## src/hdl/motorPkg.sv

```systemverilog
package motorPkg;

    // width of a pulse-length request and of every on-time count
    localparam int LenWidth = 16;

    // commutation phase, advanced once per consumed command
    typedef enum logic [1:0] {
        phaseA = 2'd0,
        phaseB = 2'd1,
        phaseC = 2'd2
    } phaseT;

    // one-entry command holder state
    typedef enum logic {
        seqEmpty = 1'b0,
        seqFull  = 1'b1
    } seqStateT;

endpackage

```

## src/hdl/frameTimer.sv

```systemverilog
`timescale 1ns/1ps

module frameTimer #(
    parameter int unsigned FrameLen = 64
) (
    input  logic clk,
    input  logic rst,
    output logic frameFirst,
    output logic frameLast
);

    localparam int CntWidth = (FrameLen > 1) ? $clog2(FrameLen) : 1;
    localparam logic [CntWidth-1:0] CntMax = CntWidth'(FrameLen - 1);

    logic [CntWidth-1:0] count;
    logic [CntWidth-1:0] nextCount;
    logic                running;

    // counter sits at 0 for the first cycle after reset so that frame 0
    // starts right there
    always_comb begin
        if (!running) begin
            nextCount = '0;
        end else if (count == CntMax) begin
            nextCount = '0;
        end else begin
            nextCount = count + 1'b1;
        end
    end

    always_ff @(posedge clk) begin
        if (rst) begin
            running    <= 1'b0;
            count      <= '0;
            frameFirst <= 1'b0;
            frameLast  <= 1'b0;
        end else begin
            running    <= 1'b1;
            count      <= nextCount;
            // strobes decoded from the next count, so they line up with it
            frameFirst <= (nextCount == '0);
            frameLast  <= (nextCount == CntMax);
        end
    end

endmodule

```

## src/hdl/motorPwmTop.sv

```systemverilog
`timescale 1ns/1ps

module motorPwmTop import motorPkg::*; #(
    parameter int unsigned FrameLen = 64,
    parameter int unsigned MinPulse = 8
) (
    input  logic                clk,
    input  logic                rst,
    input  logic                cmdValid,
    input  logic [LenWidth-1:0] cmdLen,
    output logic                cmdReady,
    output logic                pwm,
    output phaseT               phase,
    output logic                statValid,
    output logic [LenWidth-1:0] statWanted,
    output logic [LenWidth-1:0] statReal
);

    logic                frameFirst;
    logic                frameLast;
    logic [LenWidth-1:0] frameLen;

    frameTimer #(
        .FrameLen(FrameLen)
    ) uFrameTimer (
        .clk       (clk),
        .rst       (rst),
        .frameFirst(frameFirst),
        .frameLast (frameLast)
    );

    stepSequencer uStepSequencer (
        .clk      (clk),
        .rst      (rst),
        .frameLast(frameLast),
        .cmdValid (cmdValid),
        .cmdLen   (cmdLen),
        .cmdReady (cmdReady),
        .frameLen (frameLen),
        .phase    (phase)
    );

    pwmPulseGen #(
        .FrameLen(FrameLen),
        .MinPulse(MinPulse)
    ) uPwmPulseGen (
        .clk       (clk),
        .rst       (rst),
        .frameFirst(frameFirst),
        .frameLen  (frameLen),
        .pwm       (pwm)
    );

    // the monitor sees the same request and output as the generator
    pwmLossMonitor uPwmLossMonitor (
        .clk       (clk),
        .rst       (rst),
        .frameFirst(frameFirst),
        .frameLen  (frameLen),
        .pwm       (pwm),
        .statValid (statValid),
        .statWanted(statWanted),
        .statReal  (statReal)
    );

endmodule

```

## src/hdl/pwmLossMonitor.sv

```systemverilog
`timescale 1ns/1ps

module pwmLossMonitor import motorPkg::*; (
    input  logic                clk,
    input  logic                rst,
    input  logic                frameFirst,
    input  logic [LenWidth-1:0] frameLen,
    input  logic                pwm,
    output logic                statValid,
    output logic [LenWidth-1:0] statWanted,
    output logic [LenWidth-1:0] statReal
);

    logic [LenWidth-1:0] wantAcc;
    logic [LenWidth-1:0] realAcc;
    logic [LenWidth-1:0] realTotal;
    logic                started;

    // frame cycle 0 still belongs to the window of the frame before
    assign realTotal = realAcc + LenWidth'(pwm);

    always_ff @(posedge clk) begin
        if (rst) begin
            wantAcc   <= '0;
            realAcc   <= '0;
            started   <= 1'b0;
            statValid <= 1'b0;
        end else if (frameFirst) begin
            // no report before one full frame has run
            statValid <= started;
            started   <= 1'b1;
            wantAcc   <= frameLen;
            realAcc   <= '0;
        end else begin
            statValid <= 1'b0;
            realAcc   <= realTotal;
        end
    end

    always_ff @(posedge clk) begin
        if (frameFirst) begin
            statWanted <= wantAcc;
            statReal   <= realTotal;
        end
    end

endmodule

```

## src/hdl/pwmPulseGen.sv

```systemverilog
`timescale 1ns/1ps

module pwmPulseGen import motorPkg::*; #(
    parameter int unsigned FrameLen = 64,
    parameter int unsigned MinPulse = 8
) (
    input  logic                clk,
    input  logic                rst,
    input  logic                frameFirst,
    input  logic [LenWidth-1:0] frameLen,
    output logic                pwm
);

    localparam logic [LenWidth-1:0] FullLen = LenWidth'(FrameLen);
    localparam logic [LenWidth-1:0] MinLen  = LenWidth'(MinPulse);

    logic [LenWidth-1:0] carry;
    logic [LenWidth-1:0] sum;
    logic                loadPulse;
    logic [LenWidth-1:0] onTime;
    logic [LenWidth-1:0] nextCarry;
    logic [LenWidth-1:0] onCnt;

    // request for this frame plus whatever was left over before
    assign sum = carry + frameLen;

    // too short for the power switches, keep it for the next frame
    assign loadPulse = (sum >= MinLen);

    always_comb begin
        if (!loadPulse) begin
            onTime    = '0;
            nextCarry = sum;
        end else if (sum > FullLen) begin
            // clip to one frame, the excess rolls over
            onTime    = FullLen;
            nextCarry = sum - FullLen;
        end else begin
            onTime    = sum;
            nextCarry = '0;
        end
    end

    always_ff @(posedge clk) begin
        if (rst) begin
            carry <= '0;
        end else if (frameFirst) begin
            carry <= nextCarry;
        end
    end

    // on-time counter loaded in frame cycle 0, so the pulse starts in cycle 1
    // and a full-frame pulse runs into cycle 0 of the next frame
    always_ff @(posedge clk) begin
        if (rst) begin
            onCnt <= '0;
        end else if (frameFirst) begin
            onCnt <= onTime;
        end else if (onCnt != '0) begin
            onCnt <= onCnt - 1'b1;
        end
    end

    assign pwm = (onCnt != '0);

endmodule

```

## src/hdl/stepSequencer.sv

```systemverilog
`timescale 1ns/1ps

module stepSequencer import motorPkg::*; (
    input  logic                clk,
    input  logic                rst,
    input  logic                frameLast,
    input  logic                cmdValid,
    input  logic [LenWidth-1:0] cmdLen,
    output logic                cmdReady,
    output logic [LenWidth-1:0] frameLen,
    output phaseT               phase
);

    seqStateT            state;
    logic [LenWidth-1:0] holdLen;
    logic                take;
    logic                consume;
    logic [LenWidth-1:0] nextLen;

    // commutation order A -> B -> C -> A
    function automatic phaseT nextPhase(input phaseT cur);
        phaseT nxt;
        case (cur)
            phaseA:  nxt = phaseB;
            phaseB:  nxt = phaseC;
            default: nxt = phaseA;
        endcase
        return nxt;
    endfunction

    assign cmdReady = (state == seqEmpty);
    assign take     = cmdValid && cmdReady;

    // a transfer in the frameLast cycle goes straight to the next frame
    assign consume = (state == seqFull) || take;
    assign nextLen = (state == seqFull) ? holdLen : cmdLen;

    always_ff @(posedge clk) begin
        if (take) begin
            holdLen <= cmdLen;
        end
    end

    always_ff @(posedge clk) begin
        if (rst) begin
            state    <= seqEmpty;
            frameLen <= '0;
            phase    <= phaseA;
        end else if (frameLast) begin
            state <= seqEmpty;
            if (consume) begin
                frameLen <= nextLen;
                phase    <= nextPhase(phase);
            end else begin
                // nothing held, so the coming frame is idle
                frameLen <= '0;
            end
        end else if (take) begin
            state <= seqFull;
        end
    end

endmodule

```

## config.mk

```make
export PLATFORM = sky130hd
export DESIGN_NAME = motorPwmTop
export DESIGN_NICKNAME = d
export VERILOG_FILES = /design/src/hdl/motorPkg.sv /design/src/hdl/frameTimer.sv /design/src/hdl/motorPwmTop.sv /design/src/hdl/pwmLossMonitor.sv /design/src/hdl/pwmPulseGen.sv /design/src/hdl/stepSequencer.sv
export SDC_FILE = /design/constraint.sdc
export NUM_CORES = 1
export LEC_CHECK = 0
export ABC_CLOCK_PERIOD_IN_PS = 9790
export BUFFER_PORTS_ARGS = -buffer_cell sky130_fd_sc_hd__clkbuf_2
export CORE_MARGIN = 8
export CORE_UTILIZATION = 30
export DETAILED_ROUTE_END_ITERATION = 8
export PLACE_DENSITY = 0.52
export SLEW_MARGIN = 20
export SYNTH_ARGS = -nofsm -noshare
export SYNTH_HDL_FRONTEND = slang
export SYNTH_SLANG_ARGS = --single-unit
```

## constraint.sdc

```tcl
create_clock -name clk -period 9.79 [get_ports clk]
set_input_delay 1.958 -clock clk [delete_from_list [all_inputs] [get_ports clk]]
set_output_delay 1.958 -clock clk [all_outputs]
set_load 0.03 [all_outputs]
```

# Word level (Yosys, flattened, before mapping)
# Index checks and enable logic that the tools add are counted.
word_totals:
  ff_bits: 142
  in_bits: 19
op_classes:
  n_addsub: 5
  order_cmp: 2
  eq_ne: 3
  muxes: 12
  bitwise_logic: 2
  reduce_logical: 10
op_table:
  columns: ["op", "n"]
  rows:
  - ["$mux W16", 8]
  - ["$add A16 B1 Y16", 1]
  - ["$add A16 B16 Y16", 1]
  - ["$ge A16 B4 Y1 const B", 1]
  - ["$gt A16 B7 Y1 const B", 1]
  - ["$reduce_bool A16 Y1", 1]
  - ["$sub A16 B1 Y16 const B", 1]
  - ["$sub A16 B7 Y16 const B", 1]
  - ["$eq A6 B6 Y1 const B", 2]
  - ["$mux W6", 2]
  - ["$add A6 B1 Y6 const B", 1]
  - ["$logic_not A6 Y1", 1]
  - ["$reduce_or A2 Y1", 3]
  - ["$pmux W2 S2", 1]
  - ["$eq A2 B1 Y1 const B", 1]
  - ["$logic_not A2 Y1", 1]
  - ["$not A1 Y1", 2]
  - ["$reduce_and A2 Y1", 1]
  - ["$reduce_bool A2 Y1", 1]
  - ["$logic_and A1 B1 Y1", 1]
  - ["$logic_or A1 B1 Y1", 1]
  - ["$mux W1", 1]

# Depth between registers and ports, before layout
logic_depth:
  word_depth: 5
  mapped_depth: 15
  mapped_depth_nobuf: 14

# By module
# A second synthesis with hierarchy kept.
hier_totals:
  cells_unflattened: 697
  area_unflattened_um2: 6966.7
by_module_without_submodules:
  columns: ["mod", "n_inst", "cells_each", "area_each_um2"]
  rows:
  - ["pwmPulseGen", 1, 344, 2575.0]
  - ["pwmLossMonitor", 1, 187, 2474.9]
  - ["stepSequencer", 1, 122, 1497.7]
  - ["frameTimer", 1, 44, 419.2]

# Least setup slack after synthesis
# Ideal clock, no wire load.
synth_path:
  kind: "register -> output"
  startpoint: "register uPwmPulseGen.onCnt[0]"
  endpoint: "output port pwm"
  t_arrival_ps: 1894
  required_time_ps: 7832
  slack_ps: 5938
  stages_incl_launch_ff: 8
  path_buffers: 0
  path_cell_list: "dfxtp_1 > inv_1 > ha_1 > nand2_1 > nor4_1 > nand3b_1 > nor3_1 > inv_1"
synth_between:
  elab_chain_cells: 1
synth_lines:
  columns: ["element", "line_no", "source"]
  rows:
  - ["start: declaration", "pwmPulseGen.sv:22", "logic [LenWidth-1:0] onCnt;"]
  - ["start signal: assignment", "pwmPulseGen.sv:58", "onCnt <= onTime;"]
  - ["start signal: assignment", "pwmPulseGen.sv:60", "onCnt <= onCnt - 1'b1;"]
  - ["$reduce_bool A16 Y1", "pwmPulseGen.sv:64", "assign pwm = (onCnt != '0);"]
  - ["end: declaration", "motorPwmTop.sv:12", "output logic pwm,"]
# Every way passes these cells.

# Worst setup path after layout
# Same ends and word-level chain as after synthesis.

==> summary.md <==
| Metric | Value |
|---|---|
| Worst-path maximum fanout | 6 |
| Post-synthesis sequential area ratio | 51.8% |
| Overall routed net length | 14,000 um |
| Die Ht | 162 um |
| Status | finished clean |
| N_diodes | 0 |
| Post-synth ARST share | 0% |
| Area growth from synthesis to layout | 17.8% |
| Syn Std Cell Area | 6420 sq um |
| Cells after Synth | 609 |
| Antenna-violating nets left | 0 |
| Pleak | 0.00298 uW |
| Synth cell types | 69 |
| Drt first pass iters | 5 |
| RSZ-0062 raised after global routing | no |
| Drt wl/cell | 14.8 um |
| Setup repair bufs after CTS | 0 |
| Area after DPL | 6960 sq um |
| Final hold violation count | 0 |
| Synth area leaders | dfxtp_1 (29%), edfxtp_1 (22%), nor2_1 (4.6%), ha_1 (3.9%), mux2i_1 (3.0%) |
| Hold Buf Count CTS | 0 |
| Post-Route Setup TNS | 0 ps |
| Actual slew at the worst max-slew pin | 1020 ps |
| Ports | 56 |
| #FFs+latches synth | 142 |
| Maximum clock path buffer count | 2 |
| Reg2reg path depth | 14 |
| Chip width | 162 um |
| Skew-Pair Late Insertion Delay | 420 ps |
| Final Cell Area | 7560 sq um |
| Initial Util | 30.5% |
| R2r endpoint | uPwmPulseGen.carry[0] |
| Syn_nets | 649 |
| Met1 WL | 6590 um |
| Total CTS buffers | 17 |
| CTS tree | yes |
| Max Cap Viol | 0 |
| Final setup viols | 0 |
| Maximum vdd drop | 139 uV |
| # nets final | 703 |
| Proportion of layout cells with a drive suffix above 1 | 17.3% |
| Final Cycle Share | 50.5% |
| GR Overflow Total | 0 |
| Min Tclk post-route | 4950 ps |
| Hold/Removal Path Class | reg2reg |
| Worst Setup SP | uPwmPulseGen.onCnt[0] |
| Critical Path AT | 2990 ps |
| Clock Sinks | 142 |
| Kind of critical path | reg2out |
| Gr usage total | 11.0% |
| CORE AREA | 21,000 sq um |
| Antenna violations before repair | 0 |
| DRC | 0 |
| Met2 WL | 6440 um |
| Uppermost layer routed | met4 |
| Final HPWL DP | 9730 um |
| Req. time, crit path | 7830 ps |
| Reg2Reg Launch Point | uStepSequencer.frameLen[0] |
| Row Count | 53 |
| First-pass GRT wire length | 23,500 um |
| Post-Syn Area per Cell | 10.5 sq um |
| R2R Setup Slk | 5900 ps |
| Number of global-route vias before repair | 4,698 |
| Vias | 4,648 |
| Gp weighted congestion | 0.823 |
| Synth warn | 0 |
| H-tree Lvls | 4 |
| Prevailing post-synth register cell | dfxtp_1 |
| Drt via density | 4.89 |
| Largest net degree at the start of global routing | 55 |
| Fin. max-slew vios | 0 |
| Met3 wire len | 696 um |
| Resized Gates After CTS | 0 |
| IO Port Bufs | 55 |
| Final Skew | 15.7 ps |
| CTS clock-pin slew for the worst setup and hold paths | 70 ps |
| Achievable Freq | 0.202 GHz |
| DRT iter0 DRCs | 278 |
| P per Cell Area | 252 nW/um^2 |
| Critical Path End | pwm |
| CP startpoint kind | register |
| Post-synth EDFFs | 48 |
| Hold slack | 430 ps |
| Dominant cell type by area after synthesis | dfxtp_1 |
| Max transition margin | 31.5% |
| CTS Root Cell | clkbuf_16 |
| DIE AREA | 26,300 sq um |
| Top-area cell type share of the netlist area | 29.3% |
| Setup crit end kind | output port |
## synthesized netlist by cell type, drive strengths merged, types with 6 or more instances
master	number
nor3	20
a31oi	8
a211oi	23
or2	6
dfxtp	94
nor2	78
ha	20
nand3	16
a22o	13
inv	15
clkbuf	15
o21ai	17
a21oi	23
a22oi	15
xor2	18
buf	10
mux2i	19
nand4	6
a21o	6
nand2	29
and3	8
edfxtp	48
and2	21
xnor2	22
## flip-flops by register name, indices dropped and copies added, names as in the netlist
register                    cells
uStepSequencer.frameLen        16
uPwmLossMonitor.statWanted     16
uPwmPulseGen.carry             16
uPwmLossMonitor.wantAcc        16
uPwmLossMonitor.statReal       16
uFrameTimer.frameLast           1
uStepSequencer.phase            2
uStepSequencer.state            1
uPwmLossMonitor.statValid       1
uFrameTimer.count               6
uStepSequencer.holdLen         16
uFrameTimer.running             1
uPwmPulseGen.onCnt             16
uFrameTimer.frameFirst          1
uPwmLossMonitor.realAcc        16
uPwmLossMonitor.started         1
## cells in the final DEF (no fill, tap or decap), types with 5 or more instances in the layout
cell type	Yosys	layout
edfxtp_1	48	48
nand3_1	15	15
clkbuf_2	0	55
or2_2	6	6
a22o_1	11	11
dfxtp_1	94	93
nand4_1	5	5
a211oi_1	23	23
and2_1	20	20
nor4_1	5	5
nand3b_1	5	5
a22oi_1	15	15
a21oi_1	21	21
buf_4	1	5
xnor2_1	21	21
and3_1	8	8
xor2_1	18	18
clkbuf_16	0	17
a21o_1	6	6
nor3_1	18	18
o21ai_0	16	16
nor2_1	78	78
a31oi_1	7	7
mux2i_1	19	19
ha_1	20	20
o21a_1	5	5
inv_6	0	7
inv_1	14	14
nand2_1	29	29
## cell families after synthesis
kind of cell | Yosys count | synth area share (%)
AO/OA/AOI/OAI | 134 | 15.6
flip-flops | 142 | 51.8
AND/OR/NAND/NOR | 213 | 17.0
adder cells (fa/ha/maj) | 21 | 4.21
XOR/XNOR | 40 | 5.75
buffers and inverters | 40 | 2.67
multiplexers | 19 | 2.96
## per-layer routing
metal / vias to the layer above / global-route usage (%)
li1: 2345 / -
met1: 2187 / 13.4
met2: 98 / 17.5
met3: 18 / 3.09
met4: 0 / 4.97
met5: - / 0
## area by class of cell
| type | count | area [sq um] |
|---|---|---|
| Timing Repair Buffer | 60 | 313 |
| Multi-Input combinational cell | 427 | 2920 |
| Fill cell | 2075 | 13500 |
| Clock inverter | 15 | 171 |
| Inverter | 15 | 56.3 |
| Clock buffer | 17 | 425 |
| Tap cell | 275 | 344 |
| Sequential cell | 142 | 3320 |
## stage by stage
step / cells / power [uW] / worst slack [ps] / utilization (%)
after floorplan: 609 / 1140 / 5940 / -
after global placement: 919 / 1240 / 5500 / 33.1
after detailed placement: 919 / 1250 / 5280 / 33.1
after CTS: 951 / 1920 / 4820 / 36.0
after global routing: 951 / 2010 / 4550 / 36.0
final: 951 / 1910 / 4840 / 36.0
## where the power goes
part,switching [uW],internal [uW]
clock,273,384
combinational,319,207
sequential,47.6,675
## critical path: stages (launching register included)
cell      delay (ps)
dfxtp_1          310
inv_1             90
ha_1             200
nand2_1          110
nor4_1           630
nand3b_1         200
nor3_1           500
inv_1            280
clkbuf_2         250
## worst min-delay path by stage
stage,startpoint,end,slack [ps],cells past startpoint
global placement,uPwmLossMonitor.wantAcc[5],uPwmLossMonitor.statWanted[5],410,0
finish,uPwmLossMonitor.wantAcc[5],uPwmLossMonitor.statWanted[5],430,0
CTS,uPwmLossMonitor.wantAcc[12],uPwmLossMonitor.statWanted[12],430,0
global route,uPwmLossMonitor.wantAcc[12],uPwmLossMonitor.statWanted[12],440,0
detailed placement,uPwmLossMonitor.wantAcc[5],uPwmLossMonitor.statWanted[5],420,0
floorplan,uPwmLossMonitor.wantAcc[0],uPwmLossMonitor.statWanted[0],410,0
No activity file was read; power rests on OpenSTA's default activity.
